## src/source/zxmem_settings.svh

```systemverilog
`ifndef ZXMEM_SETTINGS_SVH
`define ZXMEM_SETTINGS_SVH

// Register numbers on the machine's own register port
`define ZXM_REG_MASTERCONF    8'h00
`define ZXM_REG_MASTERMAPPER  8'h01

`define ZXM_PORT_DIVMMC       8'hE3   // Low address byte of the DivMMC control port

// DivMMC automapper trap addresses
`define ZXM_TRAP_RST00        16'h0000
`define ZXM_TRAP_RST08        16'h0008
`define ZXM_TRAP_RST38        16'h0038
`define ZXM_TRAP_NMI          16'h0066
`define ZXM_TRAP_TAPE_LOAD    16'h04C6
`define ZXM_TRAP_TAPE_SAVE    16'h0562
`define ZXM_TRAP_PAGE         8'h3D           // Instant mapping on the whole page
`define ZXM_TRAP_EXIT         13'h03FF        // 1FF8..1FFF, address bits 15:3

// Screen pages and SRAM region prefixes
`define ZXM_PAGE_SCREEN0      3'd5
`define ZXM_PAGE_SCREEN1      3'd7
`define ZXM_DIVMMC_ROM_BASE   6'b011000
`define ZXM_SRAM_ROM_BASE     3'b010

`endif

```

## src/source/zxmem_pkg.sv

```systemverilog
`default_nettype none

package zxmem_pkg;

   typedef logic [18:0] sram_addr_t;   // 512 KB external SRAM
   typedef logic [15:0] cpu_addr_t;    // Z80 address bus

   // Master configuration register image, bit 7 first
   typedef struct packed {
      logic frozen;
      logic timing_hi;
      logic disable_cont;
      logic timing_lo;
      logic issue2;
      logic nmi_disabled;
      logic divmmc_enabled;
      logic boot_mode;
   } masterconf_t;

   // What one quadrant mapper hands to the SRAM arbiter
   typedef struct packed {
      logic       hit;          // This quadrant owns the current CPU cycle
      sram_addr_t addr;
      logic       wr_protect;   // ROM or locked page
      logic       boot_sel;     // Data comes from the boot ROM
      logic       screen;       // Contended screen page
   } quad_route_t;

endpackage

`default_nettype wire

```

## src/source/paging_if.sv

```systemverilog
`timescale 1ns/100ps
`default_nettype none

// Paging state shared by the register block, automapper, mappers and arbiter
interface paging_if;

   zxmem_pkg::masterconf_t conf;
   logic [4:0]             mapper;        // 16 KB SRAM page seen at C000 in boot mode
   logic [7:0]             bank128;       // Port 7FFD
   logic [7:0]             bankplus3;     // Port 1FFD
   logic [7:0]             divmmc_ctrl;   // Port E3
   logic                   divmmc_paged;  // Automapper state

   // Register block and automapper side
   modport src (
      output conf, mapper, bank128, bankplus3, divmmc_ctrl, divmmc_paged
   );

   // Address decode and SRAM side
   modport dst (
      input conf, mapper, bank128, bankplus3, divmmc_ctrl, divmmc_paged
   );

endinterface

`default_nettype wire

```

## src/source/paging_regs.sv

```systemverilog
`timescale 1ns/100ps
`default_nettype none
`include "zxmem_settings.svh"

module paging_regs (
   input  wire                    clk,
   input  wire                    mrst_n,
   input  wire                    rst_n,
   input  wire zxmem_pkg::cpu_addr_t a,
   input  wire [7:0]              din,
   input  wire                    iorq_n,
   input  wire                    wr_n,
   input  wire [7:0]              addr,
   input  wire                    iow,
   input  wire                    page_configrom_active,
   paging_if.src                  pg,
   output logic [1:0]             timing_mode,
   output logic                   mode_has_changed,
   output logic                   disable_contention,
   output logic                   issue2_keyboard_enabled,
   output logic                   in_boot_mode
);

   logic io_wr;
   logic port_locked;
   logic wr_conf;
   logic wr_mapper;
   logic wr_7ffd;
   logic wr_1ffd;
   logic wr_divmmc;
   logic configrom_q;       // Config ROM signal one cycle ago
   logic configrom_fall;

   assign io_wr          = !iorq_n && !wr_n;
   assign port_locked    = pg.bank128[5];      // 48K lock
   assign configrom_fall = configrom_q && !page_configrom_active;

   // Partial decodes as on the original machines
   assign wr_7ffd   = io_wr && a[0] && !a[1] && a[14] && !a[15] && !port_locked;
   assign wr_1ffd   = io_wr && a[0] && !a[1] && a[12] && a[15:13] == 3'b000 && !port_locked;
   assign wr_divmmc = io_wr && a[7:0] == `ZXM_PORT_DIVMMC;
   assign wr_conf   = iow && addr == `ZXM_REG_MASTERCONF;
   assign wr_mapper = iow && addr == `ZXM_REG_MASTERMAPPER && pg.conf.boot_mode;

   ////////////////////////////////////////////////////////////
   // Master configuration
   ////////////////////////////////////////////////////////////
   always_ff @(posedge clk) begin
      mode_has_changed <= 1'b0;
      if (!mrst_n) begin
         pg.conf          <= zxmem_pkg::masterconf_t'(8'h01);   // Boot mode only
         configrom_q      <= 1'b0;
         mode_has_changed <= 1'b1;
      end else begin
         configrom_q <= page_configrom_active;
         if (page_configrom_active) begin
            pg.conf.frozen    <= 1'b0;
            pg.conf.boot_mode <= 1'b1;
         end else if (configrom_fall) begin
            pg.conf.frozen    <= 1'b1;
            pg.conf.boot_mode <= 1'b0;
         end else if (wr_conf) begin
            mode_has_changed <= 1'b1;
            {pg.conf.timing_hi, pg.conf.disable_cont,
             pg.conf.timing_lo, pg.conf.issue2} <= din[6:3];
            if (!pg.conf.frozen) begin   // Freeze bit and boot bits lock together
               pg.conf.frozen <= din[7];
               {pg.conf.nmi_disabled, pg.conf.divmmc_enabled,
                pg.conf.boot_mode} <= din[2:0];
            end
         end
      end
   end

   always_ff @(posedge clk) begin
      if (!mrst_n) begin
         pg.mapper <= 5'h00;
      end else if (wr_mapper) begin
         pg.mapper <= din[4:0];
      end
   end

   ////////////////////////////////////////////////////////////
   // Spectrum paging ports and DivMMC control
   ////////////////////////////////////////////////////////////
   always_ff @(posedge clk) begin
      if (!mrst_n || !rst_n) begin
         pg.bank128     <= 8'h00;
         pg.bankplus3   <= 8'h00;
         pg.divmmc_ctrl <= 8'h00;
      end else begin
         if (wr_7ffd) pg.bank128 <= din;
         else if (wr_1ffd) pg.bankplus3 <= din;
         if (wr_divmmc) pg.divmmc_ctrl <= din;
      end
   end

   assign timing_mode             = {pg.conf.timing_hi, pg.conf.timing_lo};
   assign disable_contention      = pg.conf.disable_cont;
   assign issue2_keyboard_enabled = pg.conf.issue2;
   assign in_boot_mode            = !pg.conf.frozen;

endmodule

`default_nettype wire

```

## src/source/divmmc_automap.sv

```systemverilog
`timescale 1ns/100ps
`default_nettype none
`include "zxmem_settings.svh"

module divmmc_automap (
   input  wire                    clk,
   input  wire                    mrst_n,
   input  wire                    rst_n,
   input  wire zxmem_pkg::cpu_addr_t a,
   input  wire                    mreq_n,
   input  wire                    rd_n,
   input  wire                    m1_n,
   input  wire                    page_configrom_active,
   paging_if.src                  pg,
   output logic                   enable_nmi_n
);

   logic fetch;
   logic trap_deferred;
   logic trap_instant;
   logic trap_exit;
   logic armed;           // State to take once the M1 cycle ends

   assign fetch = !mreq_n && !rd_n && !m1_n;

   assign trap_deferred = a == `ZXM_TRAP_RST00 || a == `ZXM_TRAP_RST08 ||
                          a == `ZXM_TRAP_RST38 ||
                          a == `ZXM_TRAP_TAPE_LOAD || a == `ZXM_TRAP_TAPE_SAVE ||
                          (a == `ZXM_TRAP_NMI && !pg.conf.nmi_disabled &&
                           !page_configrom_active);
   assign trap_instant  = a[15:8] == `ZXM_TRAP_PAGE;
   assign trap_exit     = a[15:3] == `ZXM_TRAP_EXIT;

   always_ff @(posedge clk) begin
      if (!mrst_n || !rst_n) begin
         armed           <= 1'b0;
         pg.divmmc_paged <= 1'b0;
      end else begin
         if (fetch && trap_deferred) begin
            armed <= 1'b1;
         end else if (fetch && trap_instant) begin   // Maps during this fetch
            armed           <= 1'b1;
            pg.divmmc_paged <= 1'b1;
         end else if (fetch && trap_exit) begin
            armed <= 1'b0;
         end
         if (m1_n) pg.divmmc_paged <= armed;        // Outside M1 the deferred state applies
      end
   end

   assign enable_nmi_n = pg.conf.divmmc_enabled & pg.divmmc_paged & ~pg.conf.nmi_disabled;

endmodule

`default_nettype wire

```

## src/source/quadrant_mapper.sv

```systemverilog
`timescale 1ns/100ps
`default_nettype none
`include "zxmem_settings.svh"

module quadrant_mapper #(
   parameter int QUADRANT = 0
) (
   input  wire zxmem_pkg::cpu_addr_t a,
   input  wire                    mreq_n,
   paging_if.dst                  pg,
   output zxmem_pkg::quad_route_t route
);

   // +3 all-RAM pages, indexed by quadrant then by arrangement
   localparam logic [2:0] ALLRAM_PAGE [4][4] = '{
      '{3'd0, 3'd4, 3'd4, 3'd4},
      '{3'd1, 3'd5, 3'd5, 3'd7},
      '{3'd2, 3'd6, 3'd6, 3'd6},
      '{3'd3, 3'd7, 3'd3, 3'd3}
   };
   localparam logic [1:0] QSEL = QUADRANT[1:0];

   logic       selected;
   logic       allram;
   logic [1:0] arrangement;
   logic       conmem;
   logic       mapram;
   logic [3:0] divmmc_page;
   logic       divmmc_on;
   logic [2:0] std_page;    // Page outside all-RAM mode

   assign selected    = a[15:14] == QSEL;
   assign allram      = pg.bankplus3[0];
   assign arrangement = pg.bankplus3[2:1];
   assign conmem      = pg.divmmc_ctrl[7];
   assign mapram      = pg.divmmc_ctrl[6];
   assign divmmc_page = pg.divmmc_ctrl[3:0];
   assign divmmc_on   = pg.conf.divmmc_enabled && (pg.divmmc_paged || conmem);
   assign std_page    = (QUADRANT == 1) ? `ZXM_PAGE_SCREEN0 :
                        (QUADRANT == 2) ? 3'd2 : pg.bank128[2:0];

   always_comb begin
      route     = '0;
      route.hit = selected && !mreq_n;
      if (QUADRANT == 0) begin
         if (pg.conf.boot_mode) begin
            route.boot_sel   = 1'b1;
            route.wr_protect = 1'b1;
         end else if (divmmc_on && !a[13]) begin   // DivMMC ROM, or page 3 under mapram
            route.wr_protect = 1'b1;
            if (conmem || !mapram) route.addr = {`ZXM_DIVMMC_ROM_BASE, a[12:0]};
            else route.addr = {2'b10, 4'd3, a[12:0]};
         end else if (divmmc_on) begin
            route.addr       = {2'b10, divmmc_page, a[12:0]};
            route.wr_protect = !conmem && mapram && divmmc_page == 4'd3;
         end else if (!allram) begin
            route.addr       = {`ZXM_SRAM_ROM_BASE, pg.bankplus3[2], pg.bank128[4], a[13:0]};
            route.wr_protect = 1'b1;
         end else begin
            route.addr = {2'b00, ALLRAM_PAGE[0][arrangement], a[13:0]};
         end
      end else if (QUADRANT == 3 && pg.conf.boot_mode) begin
         route.addr = {pg.mapper, a[13:0]};   // Any SRAM page for the loader
      end else if (pg.conf.boot_mode || !allram) begin
         route.addr   = {2'b00, std_page, a[13:0]};
         // Contention applies to the screen pages outside boot
         route.screen = selected && !pg.conf.boot_mode &&
                        (std_page == `ZXM_PAGE_SCREEN0 || std_page == `ZXM_PAGE_SCREEN1);
      end else begin
         route.addr = {2'b00, ALLRAM_PAGE[QUADRANT][arrangement], a[13:0]};
      end
   end

endmodule

`default_nettype wire

```

## src/source/sram_arbiter.sv

```systemverilog
`timescale 1ns/100ps
`default_nettype none
`include "zxmem_settings.svh"

module sram_arbiter (
   input  wire                      clk,
   input  wire                      mrst_n,
   input  wire zxmem_pkg::quad_route_t routes [4],
   paging_if.dst                    pg,
   input  wire [13:0]               vramaddr,
   input  wire [7:0]                din,
   input  wire                      rd_n,
   input  wire                      wr_n,
   input  wire                      mreq_n,
   input  wire [7:0]                addr,
   input  wire                      ior,
   input  wire [7:0]                boot_rom_data,
   input  wire [7:0]                sram_rdata,
   output zxmem_pkg::sram_addr_t    sram_addr,
   output logic [7:0]               sram_wdata,
   output logic                     sram_we_n,
   output logic [7:0]               vramdout,
   output logic [7:0]               dout,
   output logic                     oe_n,
   output logic                     boot_rom_sel,
   output logic                     access_to_screen
);

   logic                   phase;       // 0 video slot, 1 CPU slot
   zxmem_pkg::quad_route_t cpu_route;
   zxmem_pkg::sram_addr_t  vid_addr;
   logic [7:0]             cpu_rdata;
   logic                   cpu_write;

   // At most one quadrant hits, so the last match is the only one
   always_comb begin
      cpu_route        = '0;
      access_to_screen = 1'b0;
      for (int i = 0; i < 4; i++) begin
         if (routes[i].hit) cpu_route = routes[i];
         access_to_screen = access_to_screen | routes[i].screen;
      end
   end

   assign vid_addr  = {3'b001, pg.bank128[3], 1'b1, vramaddr};   // Page 5 or 7
   assign cpu_write = !mreq_n && !wr_n && cpu_route.hit && !cpu_route.wr_protect;

   ////////////////////////////////////////////////////////////
   // SRAM time sharing
   ////////////////////////////////////////////////////////////
   always_ff @(posedge clk) begin
      if (!mrst_n) phase <= 1'b0;
      else phase <= ~phase;
   end

   assign sram_addr  = phase ? cpu_route.addr : vid_addr;
   assign sram_we_n  = !(phase && cpu_write);
   assign sram_wdata = din;

   always_ff @(posedge clk) begin
      if (phase) cpu_rdata <= sram_rdata;
      else vramdout <= sram_rdata;
   end

   ////////////////////////////////////////////////////////////
   // CPU read data
   ////////////////////////////////////////////////////////////
   assign boot_rom_sel = cpu_route.hit && cpu_route.boot_sel;

   always_comb begin
      dout = 8'hFF;
      oe_n = 1'b1;
      if (boot_rom_sel && !rd_n) begin
         dout = boot_rom_data;
         oe_n = 1'b0;
      end else if (cpu_route.hit && !rd_n) begin
         dout = cpu_rdata;
         oe_n = 1'b0;
      end else if (ior && addr == `ZXM_REG_MASTERCONF) begin
         dout = pg.conf;
         oe_n = 1'b0;
      end else if (ior && addr == `ZXM_REG_MASTERMAPPER) begin
         dout = {3'b000, pg.mapper};
         oe_n = 1'b0;
      end
   end

endmodule

`default_nettype wire

```

## src/source/zx_memory.sv

```systemverilog
`timescale 1ns/100ps
`default_nettype none

module zx_memory (
   input  wire        clk,
   input  wire        mrst_n,
   input  wire        rst_n,
   input  wire [15:0] a,
   input  wire [7:0]  din,
   input  wire        mreq_n,
   input  wire        iorq_n,
   input  wire        rd_n,
   input  wire        wr_n,
   input  wire        m1_n,
   input  wire        page_configrom_active,
   input  wire [13:0] vramaddr,
   input  wire [7:0]  addr,
   input  wire        ior,
   input  wire        iow,
   input  wire [7:0]  boot_rom_data,
   input  wire [7:0]  sram_rdata,
   output wire [7:0]  dout,
   output wire        oe_n,
   output wire        enable_nmi_n,
   output wire        boot_rom_sel,
   output wire [7:0]  vramdout,
   output wire [1:0]  timing_mode,
   output wire        mode_has_changed,
   output wire        disable_contention,
   output wire        issue2_keyboard_enabled,
   output wire        access_to_screen,
   output wire        in_boot_mode,
   output wire [18:0] sram_addr,
   output wire [7:0]  sram_wdata,
   output wire        sram_we_n
);

   paging_if pg ();

   zxmem_pkg::quad_route_t routes [4];   // One per 16 KB quadrant

   paging_regs u_regs (
      .clk, .mrst_n, .rst_n, .a, .din, .iorq_n, .wr_n, .addr, .iow,
      .page_configrom_active, .pg, .timing_mode, .mode_has_changed,
      .disable_contention, .issue2_keyboard_enabled, .in_boot_mode
   );

   divmmc_automap u_automap (
      .clk, .mrst_n, .rst_n, .a, .mreq_n, .rd_n, .m1_n,
      .page_configrom_active, .pg, .enable_nmi_n
   );

   for (genvar q = 0; q < 4; q++) begin : g_quad
      quadrant_mapper #(.QUADRANT(q)) u_mapper (
         .a, .mreq_n, .pg, .route(routes[q])
      );
   end

   sram_arbiter u_arbiter (
      .clk, .mrst_n, .routes, .pg, .vramaddr, .din, .rd_n, .wr_n, .mreq_n,
      .addr, .ior, .boot_rom_data, .sram_rdata, .sram_addr, .sram_wdata,
      .sram_we_n, .vramdout, .dout, .oe_n, .boot_rom_sel, .access_to_screen
   );

endmodule

`default_nettype wire

```

## config.mk

```make
export PLATFORM = sky130hd
export DESIGN_NAME = zx_memory
export DESIGN_NICKNAME = d
export VERILOG_FILES = /design/src/source/zxmem_pkg.sv /design/src/source/paging_if.sv /design/src/source/paging_regs.sv /design/src/source/divmmc_automap.sv /design/src/source/quadrant_mapper.sv /design/src/source/sram_arbiter.sv /design/src/source/zx_memory.sv
export VERILOG_INCLUDE_DIRS = /design/src /design/src/source
export SDC_FILE = /design/constraint.sdc
export NUM_CORES = 1
export LEC_CHECK = 0
export ABC_AREA = 1
export BUFFER_PORTS_ARGS = -buffer_cell sky130_fd_sc_hd__buf_2
export CAP_MARGIN = 40
export CORE_ASPECT_RATIO = 1.75
export CORE_MARGIN = 1.5
export CORE_UTILIZATION = 48
export CTS_CLUSTER_SIZE = 40
export DETAILED_ROUTE_END_ITERATION = 7
export PLACE_DENSITY = 0.8
export SLEW_MARGIN = 20
export SYNTH_ARGS = -nofsm -noshare
export SYNTH_HDL_FRONTEND = slang
export SYNTH_SLANG_ARGS = --single-unit
export TNS_END_PERCENT = 1
```

## constraint.sdc

```tcl
create_clock -name clk -period 2.15 [get_ports clk]
set_input_delay 0.1075 -clock clk [delete_from_list [all_inputs] [get_ports clk]]
set_output_delay 0.1075 -clock clk [all_outputs]
set_load 0.05 [all_outputs]
```

==> summary.md <==
| Metric | Value |
|---|---|
| Outcome | `finished, final reports clean` |
| Fin. Hold Viols | `0` |
| Gr usage total | `0.278` |
| Post-DP HPWL | `7400 µm` |
| Hold WC Path Type | `in -> reg` |
| Post-synth EDFFs | `16` |
| Slew @ Worst Pin | `554 ps` |
| Worst vdd ir | `0.560 mV` |
| Seq/Total Area, Yosys | `0.383` |
| Max_cap viols | `0` |
| Layout cells sized above 1 | `0.289` |
| Tcrit/Tclk final | `0.911` |
| Top FF cell, synth | `dfxtp_1` |
| Complex-gate fraction of the synthesized area | `0.134` |
| Final Setup Violations | `0` |
| Row cnt | `37` |
| F_max | `510 MHz` |
| XOR/XNOR Fraction of Synth Area | `0` |
| Nets | `640` |
| Period minus WS final | `1960 ps` |
| Simple-gate share of the synthesized area | `0.367` |
| Max incr delay on CP | `440 ps` |
| Power per cell area | `581 mW/mm²` |
| Multi-input combinational cell area | `0.00150 mm²` |
| Ys Warns | `0` |
| Sink Count | `49` |
| H-tree lvl count | `2` |
| Clock slew at reported path FFs | `90 ps` |
| Root Buffer | `clkbuf_8` |
| Power consumption | `2210 µW` |
| DR iter-0 viols | `153` |
| Global-route wire length before repair | `14,800 µm` |
| Largest net degree at the start of global routing | `27` |
| # IOs | `127` |
| Total iterations of the first detailed-routing run | `5` |
| Post-synthesis mux area share | `0` |
| Core area | `0.00593 mm²` |
| Layout Area Growth over Synthesis | `27.3%` |
| Total CTS buffers | `5` |
| Crit path cell chain | `inv_2 > nor3_4 > nand2_2 > inv_2 > nand2_1 > o21ai_1 > buf_2` |
| FF+latch area | `0.00114 mm²` |
| Crit path max fanout | `9` |
| Initial core utilization | `0.503` |
| Final hold slack | `9.33 ps` |
| Die H | `107 µm` |
| Unrepaired setup endpoints after global routing | `no` |
| Clk_skew | `13.5 ps` |
| Asr flop ratio synth | `0` |
| Cell repeated most along the worst path | `inv_2` |
| Post-synthesis adder-cell area fraction | `0` |
| Worst Path Buf+Inv | `3` |
| Synth Area per Inst | `6.73 µm²` |
| Crit path kind | `reg -> out` |
| Worst skew pair latency | `300 ps` |
| Post-Syn Area | `0.00298 mm²` |
| Synth Net Count | `516` |
| Dpl cell area | `0.00361 mm²` |
| ANT nets after route | `0` |
| Post-route DRC violation count | `0` |
| Count of input and output buffers | `126` |
| Count of cell types in the netlist | `35` |
| DIE AREA | `0.00671 mm²` |
| CTS tree | `done` |
| Post-CTS Setup Bufs | `0` |
| Largest family of logic cells by synthesized area | `simple AND/OR/NAND/NOR gates` |
| Vias in the first global route | `3,270` |
| Final WS setup | `191 ps` |
| Final Instance Area | `0.00380 mm²` |
| Pins Over Slew Limit | `0` |
| Drt total wl | `9240 µm` |
| Critical Path Source Type | `register` |
| FF+latch count, synth | `49` |
| Util after Layout | `0.641` |
| Slowest cell on crit path | `dfxtp_2` |
| Vias per std cell | `5.18` |
| Final GP Congestion | `0.898` |
| Clock tree buffer depth | `2` |
| Cells after Synth | `443` |
| Pleak | `0.00177 µW` |
| FILL cells | `601` |
| Delay-heaviest family, CP | `buffers and inverters` |
| Initial antenna violation count | `0` |
| Slew Limit Headroom | `0.629` |
| Pre-CTS setup slack | `411 ps` |
| CP Data Required Time | `2040 ps` |
| CP Data Arrival Time | `1850 ps` |
| Via count | `3,347` |
| Crit. End Element | `output port` |
| Congestion Overflow GR | `0` |
| Average wire per standard cell | `14.3 µm` |
| Die W | `62.6 µm` |
| Ant. Diodes | `0` |
[per-layer routing]
metal / GRT usage / share of wire / vias up
met5: 0 / 0 / -
met4: 0.156 / 0.046 / 0
met3: 0.0408 / 0.047 / 25
met2: 0.552 / 0.56 / 123
met1: 0.266 / 0.35 / 1515
li1: - / - / 1684
[cells in the mapped netlist (9+ instances only)]
cell type	count	area (µm²)
nor2_1	56	210
a21oi_1	26	130
buf_4	12	90.1
inv_1	54	203
o21ai_0	25	125
o21ai_1	9	45.0
edfxtp_1	16	480
nor3_1	11	55.1
nand3_1	46	230
dfxtp_1	33	661
nand2_1	101	379
[state kept, by name, indices dropped and copies added (netlist names)]
register / cells
u_arbiter.cpu_rdata: 8
u_arbiter.vramdout: 8
u_regs.pg.bank128: 6
u_regs.pg.conf: 6
u_regs.pg.divmmc_ctrl: 6
u_regs.pg.mapper: 5
u_regs.pg.bankplus3: 3
u_arbiter.phase: 1
u_automap.armed: 1
u_automap.pg.divmmc_paged: 1
u_regs.configrom_q: 1
u_regs.disable_contention: 1
u_regs.issue2_keyboard_enabled: 1
u_regs.mode_has_changed: 1
[placed cells by master, fill, tap and decap left out, types with 5 or more instances in the layout]
| cell type | Yosys | layout |
|---|---|---|
| nor2_2 | 8 | 9 |
| a21oi_1 | 26 | 26 |
| dfxtp_1 | 33 | 32 |
| o21ai_0 | 25 | 25 |
| nand3_1 | 46 | 46 |
| nand4_1 | 8 | 8 |
| buf_2 | 2 | 126 |
| inv_1 | 54 | 54 |
| o21ai_1 | 9 | 9 |
| nor2_1 | 56 | 55 |
| nand2_1 | 101 | 101 |
| clkbuf_8 | 0 | 5 |
| edfxtp_1 | 16 | 16 |
| nor3_1 | 11 | 11 |
| dlygate4sd3_1 | 0 | 7 |
[final timing paths]
path | startpoint | to | cells after the start | slack [ps]
min reg2reg | u_regs.pg.divmmc_ctrl[0]$_SDFFE_PP0P_ | u_regs.pg.divmmc_ctrl[0]$_SDFFE_PP0P_ | 2 | 480
max | u_regs.pg.conf[0]$_SDFFE_PP1P_ | dout[2] | 7 | 190
max reg2reg | u_arbiter.phase$_SDFF_PN0_ | u_arbiter.vramdout[1]$_DFFE_PN_ | 2 | 720
min | sram_rdata[1] | u_arbiter.vramdout[1]$_DFFE_PN_ | 1 | 9
[report_power, final]
group	switching [µW]	leakage, µW	total [µW]	internal [µW]
registers	9.93	0.000423	992	983
clock network	313	0.0000558	665	352
logic	404	0.00130	550	146
[timing repair]
action / in CTS / in global routing
hold buffers: 7 / 0
resized for setup: 0 / 2
endpoints found under the hold margin: 13 / 0
endpoints found under the setup margin: 0 / 10
[final cells by class]
| cell class | count | area share |
|---|---|---|
| clock buffer | 6 | 0.0191 |
| tap | 78 | 0.0257 |
| sequential | 49 | 0.301 |
| timing repair buffer | 136 | 0.190 |
| inverter | 59 | 0.0583 |
| multi-input combinational | 316 | 0.396 |
| clock inverter | 2 | 0.0102 |
[cell families after synthesis]
| logic type | Yosys count |
|---|---|
| flops | 49 |
| compound gates | 73 |
| simple gates | 243 |
| buf+inv | 78 |
[stage by stage]
step | TNS (ps) | instances
3_3_place_gp | 0 | 631
5_1_grt | 0 | 646
3_5_place_dp | 0 | 631
4_1_cts | 0 | 646
2_1_floorplan | -37.3 | 443
6_report | 0 | 646
Note: power is estimated with default switching activity, not from simulation.
